**config.mk**
```make
export PLATFORM = sky130hd
export DESIGN_NAME = id_stage
export DESIGN_NICKNAME = d
export VERILOG_FILES = /design/src/id_pkg.sv /design/src/id_branch_unit.sv /design/src/id_decode.sv /design/src/id_operand_fwd.sv /design/src/id_regfile.sv /design/src/id_stage.sv
export VERILOG_INCLUDE_DIRS = /design/src
export SDC_FILE = /design/constraint.sdc
export NUM_CORES = 2
export LEC_CHECK = 0
export BUFFER_PORTS_ARGS = -buffer_cell sky130_fd_sc_hd__buf_2
export CORE_MARGIN = 2
export CORE_UTILIZATION = 60
export CTS_CLUSTER_SIZE = 30
export DETAILED_ROUTE_END_ITERATION = 6
export PLACE_DENSITY = 0.79
export SKIP_LAST_GASP = 1
export SYNTH_ARGS = -nofsm -noshare
export SYNTH_HDL_FRONTEND = slang
export SYNTH_HIERARCHICAL = 1
export SYNTH_SLANG_ARGS = --single-unit
```
**constraint.sdc**
```tcl
create_clock -name clk -period 5.8 [get_ports clk]
set_clock_uncertainty 0.05 [all_clocks]
set_input_delay 0.87 -clock clk [delete_from_list [all_inputs] [get_ports clk]]
set_output_delay 0.87 -clock clk [all_outputs]
set_load 0.01 [all_outputs]
```
**src/id_stage_cfg.svh**
```systemverilog
`ifndef ID_STAGE_CFG_SVH
`define ID_STAGE_CFG_SVH

// datapath and register file geometry
`define ID_XLEN      32
`define ID_REG_AW    5
`define ID_NUM_REGS  32

// jal, bgezal and bltzal write their return address here
`define ID_LINK_REG  31

// exception codes, as in the cp0 cause register
`define ID_EXC_W     5
`define ID_EXC_SYS   8   // syscall
`define ID_EXC_BP    9   // break
`define ID_EXC_RI    10  // reserved instruction

`endif

```
**src/id_pkg.sv**
```systemverilog
`include "id_stage_cfg.svh"

package id_pkg;

    typedef logic [`ID_XLEN-1:0]   word_t;
    typedef logic [`ID_REG_AW-1:0] reg_addr_t;
    typedef logic [`ID_EXC_W-1:0]  exc_code_t;

    // one-hot, bit 0 upward: add sub slt sltu and nor or xor sll srl sra lui
    typedef logic [11:0] alu_op_t;

    // source 2 select
    typedef logic [1:0] imm_sel_t;
    localparam imm_sel_t IMM_SEL_REG  = 2'b00;
    localparam imm_sel_t IMM_SEL_ZEXT = 2'b01;
    localparam imm_sel_t IMM_SEL_SEXT = 2'b10;

    typedef struct packed {
        logic      ex;        // fetch already raised an exception
        exc_code_t exc_code;
        logic      bd;        // instruction sits in a delay slot
        word_t     inst;
        word_t     pc;
    } fs_to_ds_t;

    typedef struct packed {
        logic      we;
        reg_addr_t addr;
        word_t     data;
    } wb_write_t;

    // dest of 0 means the stage has nothing to forward
    typedef struct packed {
        reg_addr_t dest;
        word_t     result;
    } fwd_src_t;

    typedef struct packed {
        alu_op_t     alu_op;
        logic        load_op;
        logic        src1_is_sa;
        logic        src1_is_pc;
        imm_sel_t    imm_sel;
        logic        src2_is_8;
        logic        gr_we;
        logic        mem_we;
        reg_addr_t   dest;
        logic [15:0] imm;
        logic        ex;
        exc_code_t   exc_code;
        logic        bd;
    } ds_ctrl_t;

    typedef struct packed {
        ds_ctrl_t ctrl;
        word_t    rs_value;
        word_t    rt_value;
        word_t    pc;
    } ds_to_es_t;

    typedef struct packed {
        logic  is_branch;
        logic  br_stall;   // taken, but rs/rt still waiting on a load
        logic  br_taken;
        word_t br_target;
    } br_t;

endpackage

```
**src/id_branch_unit.sv**
```systemverilog
module id_branch_unit import id_pkg::*; (
    input  logic        is_eq,
    input  logic        is_ne,
    input  logic        is_gez,
    input  logic        is_gtz,
    input  logic        is_lez,
    input  logic        is_ltz,
    input  logic        is_jump_imm,
    input  logic        is_jump_reg,
    input  word_t       pc_next,     // delay slot pc, already pc + 4
    input  logic [15:0] imm,
    input  logic [25:0] jidx,
    input  word_t       rs_value,
    input  word_t       rt_value,
    input  logic        load_stall,
    output br_t         br
);
    logic  rs_eq_rt;
    logic  rs_zero;
    logic  rs_neg;
    logic  cond_branch;
    logic  taken;
    word_t br_offset;

    assign rs_eq_rt = (rs_value == rt_value);
    assign rs_zero  = (rs_value == '0);
    assign rs_neg   = rs_value[$bits(word_t)-1];

    assign cond_branch = is_eq | is_ne | is_gez | is_gtz | is_lez | is_ltz;

    assign taken = (is_eq & rs_eq_rt)
                 | (is_ne & ~rs_eq_rt)
                 | (is_gez & ~rs_neg)
                 | (is_gtz & ~rs_neg & ~rs_zero)
                 | (is_lez & (rs_neg | rs_zero))
                 | (is_ltz & rs_neg)
                 | is_jump_imm
                 | is_jump_reg;

    assign br_offset = {{($bits(word_t) - 18){imm[15]}}, imm, 2'b00};

    always_comb begin
        br.is_branch = cond_branch | is_jump_imm | is_jump_reg;
        br.br_taken  = taken;
        br.br_stall  = load_stall & taken;   // operands not ready yet
        if (cond_branch)
            br.br_target = pc_next + br_offset;
        else if (is_jump_reg)
            br.br_target = rs_value;
        else
            br.br_target = {pc_next[31:28], jidx, 2'b00};   // j, jal region jump
    end

endmodule

```
**src/id_decode.sv**
```systemverilog
`include "id_stage_cfg.svh"

module id_decode import id_pkg::*; (
    input  word_t     inst,
    input  logic      fs_ex,
    input  exc_code_t fs_exc_code,
    input  logic      bd,
    output ds_ctrl_t  ctrl,
    output reg_addr_t rs,
    output reg_addr_t rt,
    output logic      no_rt_read,
    output logic      is_eq,
    output logic      is_ne,
    output logic      is_gez,
    output logic      is_gtz,
    output logic      is_lez,
    output logic      is_ltz,
    output logic      is_jump_imm,
    output logic      is_jump_reg
);
    logic [5:0] op;
    logic [5:0] func;
    reg_addr_t  rd;
    logic [4:0] sa;
    logic       special;
    logic       regimm;
    logic       inst_addu, inst_subu, inst_add, inst_sub, inst_slt, inst_sltu;
    logic       inst_and, inst_or, inst_xor, inst_nor, inst_sll, inst_srl, inst_sra;
    logic       inst_addiu, inst_addi, inst_slti, inst_sltiu;
    logic       inst_andi, inst_ori, inst_xori, inst_lui, inst_lw, inst_sw;
    logic       inst_beq, inst_bne, inst_bgez, inst_bgtz, inst_blez, inst_bltz;
    logic       inst_bgezal, inst_bltzal, inst_j, inst_jal, inst_jr, inst_jalr;
    logic       inst_syscall, inst_break;
    logic       inst_defined;
    logic       dst_is_link;
    logic       dst_is_rt;
    logic       no_dest;

    assign op      = inst[31:26];
    assign rs      = inst[25:21];
    assign rt      = inst[20:16];
    assign rd      = inst[15:11];
    assign sa      = inst[10:6];
    assign func    = inst[5:0];
    assign special = (op == 6'h00);
    assign regimm  = (op == 6'h01);

    // r-type alu
    assign inst_addu = special && func == 6'h21 && sa == 5'd0;
    assign inst_add  = special && func == 6'h20 && sa == 5'd0;
    assign inst_subu = special && func == 6'h23 && sa == 5'd0;
    assign inst_sub  = special && func == 6'h22 && sa == 5'd0;
    assign inst_slt  = special && func == 6'h2a && sa == 5'd0;
    assign inst_sltu = special && func == 6'h2b && sa == 5'd0;
    assign inst_and  = special && func == 6'h24 && sa == 5'd0;
    assign inst_or   = special && func == 6'h25 && sa == 5'd0;
    assign inst_xor  = special && func == 6'h26 && sa == 5'd0;
    assign inst_nor  = special && func == 6'h27 && sa == 5'd0;
    assign inst_sll  = special && func == 6'h00 && rs == 5'd0;
    assign inst_srl  = special && func == 6'h02 && rs == 5'd0;
    assign inst_sra  = special && func == 6'h03 && rs == 5'd0;
    assign inst_jr   = special && func == 6'h08 && rt == 5'd0 && rd == 5'd0 && sa == 5'd0;
    assign inst_jalr = special && func == 6'h09 && rt == 5'd0 && sa == 5'd0;
    assign inst_syscall = special && func == 6'h0c;
    assign inst_break   = special && func == 6'h0d;

    // immediates and memory
    assign inst_addi  = (op == 6'h08);
    assign inst_addiu = (op == 6'h09);
    assign inst_slti  = (op == 6'h0a);
    assign inst_sltiu = (op == 6'h0b);
    assign inst_andi  = (op == 6'h0c);
    assign inst_ori   = (op == 6'h0d);
    assign inst_xori  = (op == 6'h0e);
    assign inst_lui   = (op == 6'h0f) && rs == 5'd0;
    assign inst_lw    = (op == 6'h23);
    assign inst_sw    = (op == 6'h2b);

    // branches and jumps, regimm picks the kind through rt
    assign inst_beq    = (op == 6'h04);
    assign inst_bne    = (op == 6'h05);
    assign inst_blez   = (op == 6'h06) && rt == 5'd0;
    assign inst_bgtz   = (op == 6'h07) && rt == 5'd0;
    assign inst_bltz   = regimm && rt == 5'h00;
    assign inst_bgez   = regimm && rt == 5'h01;
    assign inst_bltzal = regimm && rt == 5'h10;
    assign inst_bgezal = regimm && rt == 5'h11;
    assign inst_j      = (op == 6'h02);
    assign inst_jal    = (op == 6'h03);

    assign inst_defined = inst_addu | inst_subu | inst_add | inst_sub | inst_slt | inst_sltu
                        | inst_and | inst_or | inst_xor | inst_nor | inst_sll | inst_srl
                        | inst_sra | inst_addiu | inst_addi | inst_slti | inst_sltiu
                        | inst_andi | inst_ori | inst_xori | inst_lui | inst_lw | inst_sw
                        | inst_beq | inst_bne | inst_bgez | inst_bgtz | inst_blez | inst_bltz
                        | inst_bgezal | inst_bltzal | inst_j | inst_jal | inst_jr | inst_jalr
                        | inst_syscall | inst_break;

    assign is_eq       = inst_beq;
    assign is_ne       = inst_bne;
    assign is_gez      = inst_bgez | inst_bgezal;
    assign is_gtz      = inst_bgtz;
    assign is_lez      = inst_blez;
    assign is_ltz      = inst_bltz | inst_bltzal;
    assign is_jump_imm = inst_j | inst_jal;
    assign is_jump_reg = inst_jr | inst_jalr;

    assign dst_is_link = inst_jal | inst_bgezal | inst_bltzal;
    assign dst_is_rt   = inst_addiu | inst_addi | inst_slti | inst_sltiu | inst_andi
                       | inst_ori | inst_xori | inst_lui | inst_lw;
    assign no_dest     = inst_sw | inst_beq | inst_bne | inst_bgez | inst_bgtz | inst_blez
                       | inst_bltz | inst_j | inst_jr | inst_syscall | inst_break;
    // rt field is an immediate dest, a regimm code or jump index bits
    assign no_rt_read  = dst_is_rt | regimm | inst_bgtz | inst_blez | inst_j | inst_jal;

    always_comb begin
        ctrl.alu_op[0]  = inst_addu | inst_add | inst_addiu | inst_addi | inst_lw | inst_sw
                        | inst_jal | inst_jalr | inst_bgezal | inst_bltzal; // addresses, links
        ctrl.alu_op[1]  = inst_subu | inst_sub;
        ctrl.alu_op[2]  = inst_slt | inst_slti;
        ctrl.alu_op[3]  = inst_sltu | inst_sltiu;
        ctrl.alu_op[4]  = inst_and | inst_andi;
        ctrl.alu_op[5]  = inst_nor;
        ctrl.alu_op[6]  = inst_or | inst_ori;
        ctrl.alu_op[7]  = inst_xor | inst_xori;
        ctrl.alu_op[8]  = inst_sll;
        ctrl.alu_op[9]  = inst_srl;
        ctrl.alu_op[10] = inst_sra;
        ctrl.alu_op[11] = inst_lui;

        ctrl.load_op    = inst_lw;
        ctrl.src1_is_sa = inst_sll | inst_srl | inst_sra;
        ctrl.src1_is_pc = dst_is_link | inst_jalr;
        ctrl.src2_is_8  = dst_is_link | inst_jalr;   // link value is pc + 8
        if (inst_andi | inst_ori | inst_xori | inst_lui)
            ctrl.imm_sel = IMM_SEL_ZEXT;
        else if (inst_addiu | inst_addi | inst_slti | inst_sltiu | inst_lw | inst_sw)
            ctrl.imm_sel = IMM_SEL_SEXT;
        else
            ctrl.imm_sel = IMM_SEL_REG;

        if (dst_is_link)
            ctrl.dest = reg_addr_t'(`ID_LINK_REG);
        else if (dst_is_rt)
            ctrl.dest = rt;
        else if (no_dest)
            ctrl.dest = '0;
        else
            ctrl.dest = rd;

        ctrl.gr_we  = inst_defined & ~no_dest;
        ctrl.mem_we = inst_sw;
        ctrl.imm    = inst[15:0];

        ctrl.ex = fs_ex | ~inst_defined | inst_syscall | inst_break;
        if (!inst_defined)
            ctrl.exc_code = exc_code_t'(`ID_EXC_RI);
        else if (inst_syscall)
            ctrl.exc_code = exc_code_t'(`ID_EXC_SYS);
        else if (inst_break)
            ctrl.exc_code = exc_code_t'(`ID_EXC_BP);
        else
            ctrl.exc_code = fs_exc_code;
        ctrl.bd = bd;
    end

endmodule

```
**src/id_operand_fwd.sv**
```systemverilog
module id_operand_fwd import id_pkg::*; (
    input  reg_addr_t rs,
    input  reg_addr_t rt,
    input  logic      no_rt_read,
    input  word_t     rf_rdata1,
    input  word_t     rf_rdata2,
    input  fwd_src_t  exe_fwd,
    input  fwd_src_t  mem_fwd,
    input  fwd_src_t  wb_fwd,
    input  logic      es_load_op,
    output word_t     rs_value,
    output word_t     rt_value,
    output logic      load_stall
);
    logic rs_hit_exe, rs_hit_mem, rs_hit_wb;
    logic rt_hit_exe, rt_hit_mem, rt_hit_wb;
    logic rt_used;

    assign rt_used = ~no_rt_read && rt != '0;

    // r0 never forwards, so a dest of 0 means nothing to take
    assign rs_hit_exe = rs != '0 && rs == exe_fwd.dest;
    assign rs_hit_mem = rs != '0 && rs == mem_fwd.dest;
    assign rs_hit_wb  = rs != '0 && rs == wb_fwd.dest;
    assign rt_hit_exe = rt_used && rt == exe_fwd.dest;
    assign rt_hit_mem = rt_used && rt == mem_fwd.dest;
    assign rt_hit_wb  = rt_used && rt == wb_fwd.dest;

    // youngest producer wins
    always_comb begin
        if (rs_hit_exe)
            rs_value = exe_fwd.result;
        else if (rs_hit_mem)
            rs_value = mem_fwd.result;
        else if (rs_hit_wb)
            rs_value = wb_fwd.result;   // also covers the rf write in flight
        else
            rs_value = rf_rdata1;
    end

    always_comb begin
        if (rt_hit_exe)
            rt_value = exe_fwd.result;
        else if (rt_hit_mem)
            rt_value = mem_fwd.result;
        else if (rt_hit_wb)
            rt_value = wb_fwd.result;
        else
            rt_value = rf_rdata2;
    end

    // load data only exists after mem, exe result is just the address
    assign load_stall = es_load_op & (rs_hit_exe | rt_hit_exe);

endmodule

```
**src/id_regfile.sv**
```systemverilog
`include "id_stage_cfg.svh"

module id_regfile import id_pkg::*; (
    input  logic      clk,
    input  reg_addr_t raddr1,
    input  reg_addr_t raddr2,
    input  wb_write_t wr,
    output word_t     rdata1,
    output word_t     rdata2
);
    word_t regs [`ID_NUM_REGS];

    // write lands on the edge, same-cycle reads see the old value
    always_ff @(posedge clk) begin
        if (wr.we) begin
            regs[wr.addr] <= wr.data;
        end
    end

    // r0 is hardwired to zero whatever was written there
    assign rdata1 = (raddr1 == '0) ? '0 : regs[raddr1];
    assign rdata2 = (raddr2 == '0) ? '0 : regs[raddr2];

endmodule

```
**src/id_stage.sv**
```systemverilog
module id_stage import id_pkg::*; (
    input  logic      clk,
    input  logic      reset,
    input  logic      flush,
    input  logic      es_allowin,
    input  logic      fs_to_ds_valid,
    input  fs_to_ds_t fs_to_ds_bus,
    input  wb_write_t ws_to_rf,
    input  fwd_src_t  exe_fwd,
    input  fwd_src_t  mem_fwd,
    input  fwd_src_t  wb_fwd,
    input  logic      es_load_op,
    output logic      ds_allowin,
    output logic      ds_to_es_valid,
    output ds_to_es_t ds_to_es_bus,
    output br_t       br_bus
);
    logic      ds_valid;
    logic      ds_ready_go;
    fs_to_ds_t ds_r;        // the decode pipeline register
    ds_ctrl_t  ctrl;
    reg_addr_t rs;
    reg_addr_t rt;
    logic      no_rt_read;
    logic      is_eq, is_ne, is_gez, is_gtz, is_lez, is_ltz;
    logic      is_jump_imm, is_jump_reg;
    word_t     rf_rdata1;
    word_t     rf_rdata2;
    word_t     rs_value;
    word_t     rt_value;
    logic      load_stall;

    assign ds_ready_go    = ~load_stall;
    assign ds_allowin     = ~ds_valid | (ds_ready_go & es_allowin);
    assign ds_to_es_valid = ds_valid & ds_ready_go;

    always_ff @(posedge clk) begin
        if (reset || flush) begin
            ds_valid <= 1'b0;
        end else if (ds_allowin) begin
            ds_valid <= fs_to_ds_valid;
        end
    end

    always_ff @(posedge clk) begin
        if (reset || flush) begin
            ds_r <= '0;   // flush wins over a transfer in the same cycle
        end else if (fs_to_ds_valid && ds_allowin) begin
            ds_r <= fs_to_ds_bus;
        end
    end

    id_decode u_decode (
        .inst        (ds_r.inst),
        .fs_ex       (ds_r.ex),
        .fs_exc_code (ds_r.exc_code),
        .bd          (ds_r.bd),
        .ctrl        (ctrl),
        .rs          (rs),
        .rt          (rt),
        .no_rt_read  (no_rt_read),
        .is_eq       (is_eq),
        .is_ne       (is_ne),
        .is_gez      (is_gez),
        .is_gtz      (is_gtz),
        .is_lez      (is_lez),
        .is_ltz      (is_ltz),
        .is_jump_imm (is_jump_imm),
        .is_jump_reg (is_jump_reg)
    );

    id_regfile u_regfile (
        .clk    (clk),
        .raddr1 (rs),
        .raddr2 (rt),
        .wr     (ws_to_rf),
        .rdata1 (rf_rdata1),
        .rdata2 (rf_rdata2)
    );

    id_operand_fwd u_operand_fwd (
        .rs         (rs),
        .rt         (rt),
        .no_rt_read (no_rt_read),
        .rf_rdata1  (rf_rdata1),
        .rf_rdata2  (rf_rdata2),
        .exe_fwd    (exe_fwd),
        .mem_fwd    (mem_fwd),
        .wb_fwd     (wb_fwd),
        .es_load_op (es_load_op),
        .rs_value   (rs_value),
        .rt_value   (rt_value),
        .load_stall (load_stall)
    );

    // pc_next is the delay slot pc taken off the live fetch bus
    id_branch_unit u_branch_unit (
        .is_eq       (is_eq),
        .is_ne       (is_ne),
        .is_gez      (is_gez),
        .is_gtz      (is_gtz),
        .is_lez      (is_lez),
        .is_ltz      (is_ltz),
        .is_jump_imm (is_jump_imm),
        .is_jump_reg (is_jump_reg),
        .pc_next     (fs_to_ds_bus.pc),
        .imm         (ctrl.imm),
        .jidx        (ds_r.inst[25:0]),
        .rs_value    (rs_value),
        .rt_value    (rt_value),
        .load_stall  (load_stall),
        .br          (br_bus)
    );

    always_comb begin
        ds_to_es_bus.ctrl     = ctrl;
        ds_to_es_bus.rs_value = rs_value;
        ds_to_es_bus.rt_value = rt_value;
        ds_to_es_bus.pc       = ds_r.pc;
    end

    // instruction matches are mutually exclusive, so at most one alu op
    a_alu_op_onehot: assert property (
        @(posedge clk) disable iff (reset)
        ds_valid |-> $onehot0(ctrl.alu_op)
    );

    // held instruction must not move while execute back-pressures
    a_hold_when_blocked: assert property (
        @(posedge clk) disable iff (reset)
        ds_valid && !ds_allowin && !flush |=> $stable(ds_r)
    );

endmodule

```
## After elaboration in Yosys (flattened, before gate mapping)

Memory sizes are Yosys's and may differ from the RTL's. A register that Yosys moved wholly into a read port is not among the register bits.
Index checks and enable logic that the tools add are counted.
W data, S select, Z words.

| storage, ports and cells | value |
|---|---|
| memories kept | 1 |
| memory bits (writable) | 1024 |
| register bits | 72 |

| cells by class | value |
|---|---|
| bitwise logic cells | 128 |
| reductions and logical operators | 60 |
| equal/unequal tests | 43 |
| multiplexer cells | 24 |
| add/sub/neg operators | 1 |

Memory list:

| name | words | bits a word | read ports | clocked after memory_dff | wr ports | RTL line | source |
|---|---|---|---|---|---|---|---|
| u_regfile.regs | 32 | 32 | 2 | 2 | 1 | id_regfile.sv:11 | `` word_t regs [`ID_NUM_REGS]; `` |

Operators by type and width:

| kind | count |
|---|---|
| $mux W32 | 10 |
| $or A1 B1 Y1 | 108 |
| $eq A6 B4 Y1 const B | 12 |
| $eq A6 B6 Y1 const B | 12 |
| $logic_and A1 B1 Y1 | 50 |
| $mux W5 | 10 |
| $add A32 B32 Y32 | 1 |
| $eq A32 B32 Y1 | 1 |
| $logic_not A32 Y1 | 1 |
| $eq A5 B5 Y1 | 6 |
| $eq A6 B2 Y1 const B | 4 |
| $eq A6 B3 Y1 const B | 4 |
| $logic_not A5 Y1 | 4 |
| $and A1 B1 Y1 | 12 |
| $logic_not A6 Y1 | 2 |
| $eq A5 B5 Y1 const B | 2 |
| $reduce_bool A5 Y1 | 2 |
| $not A1 Y1 | 8 |
| $eq A6 B1 Y1 const B | 1 |
| $eq A5 B1 Y1 const B | 1 |
| $mux W2 | 2 |
| $mux W1 | 2 |
| $logic_or A1 B1 Y1 | 1 |

## Logic depth before layout (Yosys ltp)

| depth | value |
|---|---|
| depth after elaboration | 43 |
| mapped depth | 20 |
| mapped depth without buffers | 15 |

## Cells and area by module

The synthesis kept the hierarchy.

Modules (own cells, without submodules):

| module | area an instance (sq um) | cells each | seq. area each (sq um) | instances |
|---|---|---|---|---|
| id_regfile | 47295.4 | 2460 | 30749.5 | 1 |
| id_stage | 3230.6 | 347 | 1441.4 | 1 |
| id_operand_fwd | 2681.3 | 322 | 0.0 | 1 |
| id_branch_unit | 2676.3 | 383 | 0.0 | 1 |
| id_decode | 1184.9 | 187 | 0.0 | 1 |

## Least setup slack after synthesis

Ideal clock, no wire load.

| timing path | value |
|---|---|
| path type | register -> output |
| start | register ds_r[49] in the netlist's numbering |
| end | output br_bus[33] in the netlist's numbering |
| data arrival time | 3.564 ns |
| path slack | 1.316 ns |
| stages on the path, launching flop included | 18 |
| buffers on the path | 4 |
| required time | 4.880 ns |
| path through | dfxtp_1 -> buf_4 -> buf_4 -> buf_2 -> buf_2 -> mux4_2 -> mux2_2 -> o22ai_1 -> nor3_1 -> mux2i_1 -> a21oi_2 -> xor2_1 -> nor4_1 -> nand4_1 -> nor2_1 -> mux2i_1 -> nand3_1 -> and2_1 |

RTL lines:

| element | RTL line | source |
|---|---|---|
| start: declaration | id_stage.sv:20 | `fs_to_ds_t ds_r;` |
| start signal: assignment | id_stage.sv:49 | `ds_r <= fs_to_ds_bus;` |
| end: declaration | id_stage.sv:16 | `output br_t br_bus` |

==> results.json <==
{
  "leading_register_cell_type_out_of_synthesis": "sky130_fd_sc_hd__edfxtp_1",
  "fin_hold_ws_ps": 307,
  "final_nets": 4483,
  "cts-root-to-sink-buffers": 3,
  "switchingPower_mw": 4.66,
  "clock_tree.root_cell": "sky130_fd_sc_hd__clkbuf_16",
  "post-layout-total-power_mw": 18.4,
  "status": "finished, violations left",
  "fin_tns_setup_ps": -603,
  "total_half_perimeter_wirelength_after_legalization_and_detailed_placement_mm": 132,
  "totalWireLength_mm": 224,
  "synth-seq-area-share": 0.564,
  "syn_inst": 3699,
  "timing.max_cap.violations": 0,
  "finalSetupViolCount": 2,
  "clock_sink_count": 1096,
  "p_int_mw": 13.7,
  "drt.antenna.violating_nets": 0,
  "clkTransAtPathRegs_ps": 60,
  "synth.avg_cell_area_sq_um": 15.4,
  "power_density_mw_per_mm2": 272,
  "critPathCaptureType": "output port",
  "synth.net_count": 3955,
  "drt_iter0_markers": 8335,
  "horizontal_extent_of_the_die_um": 312,
  "tritoncts_clock_tree": "done",
  "maxClockFrequency_mhz": 162,
  "synthDistinctLibCells": 86,
  "p_leak_nw": 22.5,
  "finish.instance_area_sq_mm": 0.0677,
  "cp.arrival_ps": 5260,
  "dieHeight_um": 312,
  "syn-cell-area_sq_mm": 0.0571,
  "unrepaired_setup_endpoints_after_global_routing": "yes",
  "core-area_sq_mm": 0.0946,
  "crit_fanout": 22,
  "critPathSlowestCell": "sky130_fd_sc_hd__a31oi_4",
  "grt_util_all_layers": 0.449,
  "irDropWorstVdd_v": 0.000236,
  "grt_first_pass_wirelength_mm": 309,
  "synth_enable_flop_cells": 1024,
  "max_stage_delay_ps": 420,
  "pwr-share-clk": 0.391,
  "cts_made_buffers": 109,
  "synth.top_cell.area_share": 0.539,
  "dpl-instance-area_sq_mm": 0.0609,
  "gpl.final_weighted_congestion": 1.03,
  "ys.warnings.count": 6,
  "crit_chain": "buf_6 -> nor2b_4 -> buf_12 -> buf_4 -> a22o_1 -> a211oi_1 -> nor3_1 -> nand2_1 -> a31oi_4 -> xor2_1 -> nor4_4 -> buf_4 -> nand4_1 -> nor2_2 -> mux2i_1 -> nand3_2 -> and2_1 -> buf_2",
  "floorplan.initialDensity": 0.603,
  "hold_buffers": 0,
  "largest_net_degree_at_the_start_of_global_routing": 143,
  "async_reset_ff_frac": 0,
  "power_frac_seq": 0.480,
  "final_period_demand_of_the_worst_path_ps": 6180,
  "post_route_insts_no_fill": 5594,
  "vias": 43500,
  "timing_worst_setup_path_type": "register to output port",
  "global_route.overflow_total": 0,
  "placed_cells_incl_taps": 5237,
  "placement_rows": 113,
  "timing.critical_path.max_delay_family": "simple AND/OR/NAND/NOR gates",
  "dominant_cells_by_area_after_synthesis": "sky130_fd_sc_hd__edfxtp_1 (54%), sky130_fd_sc_hd__mux4_2 (15%), sky130_fd_sc_hd__mux2i_1 (7.6%)",
  "first_pass_iters": 7,
  "wl_per_cell_um": 40.1,
  "startpoint_type": "register",
  "gate_power_share": 0.129,
  "slew_headroom": 0.119,
  "timing.critical_path.mode_cell": "sky130_fd_sc_hd__buf_4",
  "worstHoldPathType": "input port to register",
  "timing.final.ws_setup_ps": -376,
  "fin_hold_viols": 0,
  "clk-insertion-delay-late_ps": 730,
  "yosys.area.top_type": "sky130_fd_sc_hd__edfxtp_1",
  "clock_tree.htree_level_count": 3,
  "drv_slew": 0,
  "ys_ff_latch": 1096,
  "path_buf_inv": 5,
  "post_route_cells_drive_above_1_share": 0.379,
  "drc": 10,
  "design.die.area_sq_mm": 0.0976,
  "timing_worst_slew_pin_value_ps": 1320,
  "endpoint_required_time_on_the_critical_path_ps": 4880,
  "syn_to_final_growth_pct": 18.6,
  "place.port_buffers": 406,
  "power_switching_share": 0.254,
  "failed_checks": "design-rule violations, negative setup slack",
  "finalCritPeriodShare": 1.06,
  "antenna_found_initial": 19,
  "vias_in_the_first_global_route": 42000,
  "ioPinCount": 407,
  "drt-vias-per-instance": 7.77
}
## power groups by stage
| stage | clock (mW) | combinational, mW | sequential, mW |
|---|---|---|---|
| after floorplan | 0 | 1.08 | 8.95 |
| after global placement | 0 | 1.96 | 8.96 |
| after detailed placement | 0 | 1.98 | 8.97 |
| after CTS | 7.13 | 2.17 | 8.81 |
| after global routing | 7.47 | 2.41 | 8.82 |
| final | 7.18 | 2.38 | 8.82 |
## stage by stage
step	setup slack, ps	util
floorplan	1320	-
global placement	-158	0.644
detailed placement	-226	0.644
CTS	-40.2	0.704
global route	-300	0.715
finish	-376	0.715
## registers in the layout, summed over array words and instances, names as in the netlist
name,cells
ds_to_es_bus,32
ds_valid,1
ds_r,39
u_regfile/regs,1024
## logic make-up (layout without fill, tap and decap cells)
logic type / after synthesis / in the layout / synth area share
muxes: 849 / 849 / 0.233
other: 0 / 15 / 0
adders and majority gates: 30 / 30 / 0.00671
AOI/OAI and AO/OA: 673 / 674 / 0.0925
xor gates and xnor gates: 86 / 86 / 0.0132
DFF: 1096 / 1096 / 0.564
and+or+nand+nor: 590 / 597 / 0.0503
buffers and inverters: 375 / 982 / 0.0400
## synth_stat cells, types with 22 or more instances
library cell,n
sky130_fd_sc_hd__a2111oi_0,33
sky130_fd_sc_hd__a211oi_1,52
sky130_fd_sc_hd__a21oi_1,103
sky130_fd_sc_hd__a21oi_2,30
sky130_fd_sc_hd__a22o_1,63
sky130_fd_sc_hd__a22oi_1,88
sky130_fd_sc_hd__a31oi_1,36
sky130_fd_sc_hd__buf_1,23
sky130_fd_sc_hd__buf_2,66
sky130_fd_sc_hd__buf_4,109
sky130_fd_sc_hd__buf_6,28
sky130_fd_sc_hd__clkbuf_1,121
sky130_fd_sc_hd__dfxtp_1,72
sky130_fd_sc_hd__edfxtp_1,1024
sky130_fd_sc_hd__ha_1,29
sky130_fd_sc_hd__mux2_2,34
sky130_fd_sc_hd__mux2i_1,434
sky130_fd_sc_hd__mux4_2,381
sky130_fd_sc_hd__nand2_1,259
sky130_fd_sc_hd__nand3_1,22
sky130_fd_sc_hd__nor2_1,85
sky130_fd_sc_hd__nor2b_1,29
sky130_fd_sc_hd__nor3_1,66
sky130_fd_sc_hd__nor4_1,37
sky130_fd_sc_hd__o21ai_0,46
sky130_fd_sc_hd__o221ai_1,34
sky130_fd_sc_hd__o22ai_1,54
sky130_fd_sc_hd__o32ai_2,45
sky130_fd_sc_hd__xor2_1,67
## worst register-to-register path, delay by kind of cell, from the launching register on
kind	cells	cell delay [ps]
AO/OA/AOI/OAI	5	1600
AND/OR/NAND/NOR	4	1130
buffers and inverters	3	780
flip-flops	1	400
multiplexers	1	300
## placed cells by master, fill, tap and decap left out, types with 16 or more instances in the layout
master,n
sky130_fd_sc_hd__nand3_1,18
sky130_fd_sc_hd__nor2_1,49
sky130_fd_sc_hd__a2111oi_2,17
sky130_fd_sc_hd__mux2i_1,430
sky130_fd_sc_hd__clkinv_1,32
sky130_fd_sc_hd__nor4_1,20
sky130_fd_sc_hd__inv_1,16
sky130_fd_sc_hd__mux4_2,381
sky130_fd_sc_hd__a31oi_1,25
sky130_fd_sc_hd__ha_1,29
sky130_fd_sc_hd__o32ai_2,47
sky130_fd_sc_hd__buf_2,406
sky130_fd_sc_hd__nor3_1,45
sky130_fd_sc_hd__buf_12,51
sky130_fd_sc_hd__edfxtp_1,1024
sky130_fd_sc_hd__mux2_2,34
sky130_fd_sc_hd__a21oi_1,101
sky130_fd_sc_hd__buf_16,22
sky130_fd_sc_hd__o32ai_1,17
sky130_fd_sc_hd__a22o_1,63
sky130_fd_sc_hd__xnor2_1,18
sky130_fd_sc_hd__nor2b_1,25
sky130_fd_sc_hd__o221ai_1,34
sky130_fd_sc_hd__dfxtp_1,64
sky130_fd_sc_hd__a21oi_2,32
sky130_fd_sc_hd__a211oi_1,40
sky130_fd_sc_hd__xor2_1,57
sky130_fd_sc_hd__o21ai_0,43
sky130_fd_sc_hd__nor2_4,34
sky130_fd_sc_hd__o22ai_1,36
sky130_fd_sc_hd__buf_4,258
sky130_fd_sc_hd__a22oi_1,88
sky130_fd_sc_hd__nand2_1,257
sky130_fd_sc_hd__clkbuf_16,111
sky130_fd_sc_hd__nor3_2,21
## worst paths after layout
kind | from | endpoint | slack, ps | depth (start not counted)
worst max-delay path | ds_r[56]$_SDFFE_PP0P_ | br_bus[33] | -380 | 18
worst min-delay path | reset | ds_valid$_SDFFE_PP0P_ | 310 | 2
worst max register to register | ds_r[53]$_SDFFE_PP0P_ | ds_to_es_bus[0]$_SDFFE_PP0P_ | 1480 | 13
worst min register to register | ds_to_es_bus[29]$_SDFFE_PP0P_ | ds_to_es_bus[29]$_SDFFE_PP0P_ | 400 | 2
## what timing repair did
| item | in CTS | in global routing |
|---|---|---|
| setup endpoints to repair | 2 | 3 |
| pin swaps | 34 | 38 |
| gates resized for setup | 181 | 103 |
| cloned | 29 | 3 |
| buffers inserted | 59 | 56 |
| hold endpoints to repair | 0 | 0 |
## metal layers
metal / vias to the layer above / track usage / part of all wire
li1: 16300 / - / -
met1: 21100 / 0.521 / 0.30
met2: 4809 / 0.678 / 0.44
met3: 1285 / 0.169 / 0.16
met4: 14 / 0.346 / 0.098
met5: - / 0.00774 / 0.0012
## final cells by class
| class | instances | area, sq um |
|---|---|---|
| Antenna cell | 15 | 37.5 |
| Clock buffer | 124 | 2780 |
| Clock inverter | 74 | 771 |
| Fill cell | 5700 | 26900 |
| Inverter | 16 | 60.1 |
| Multi-Input combinational cell | 2236 | 24000 |
| Sequential cell | 1096 | 32200 |
| Tap cell | 1265 | 1580 |
| Timing Repair Buffer | 768 | 6220 |
Note: power is estimated with default switching activity, not from simulation.
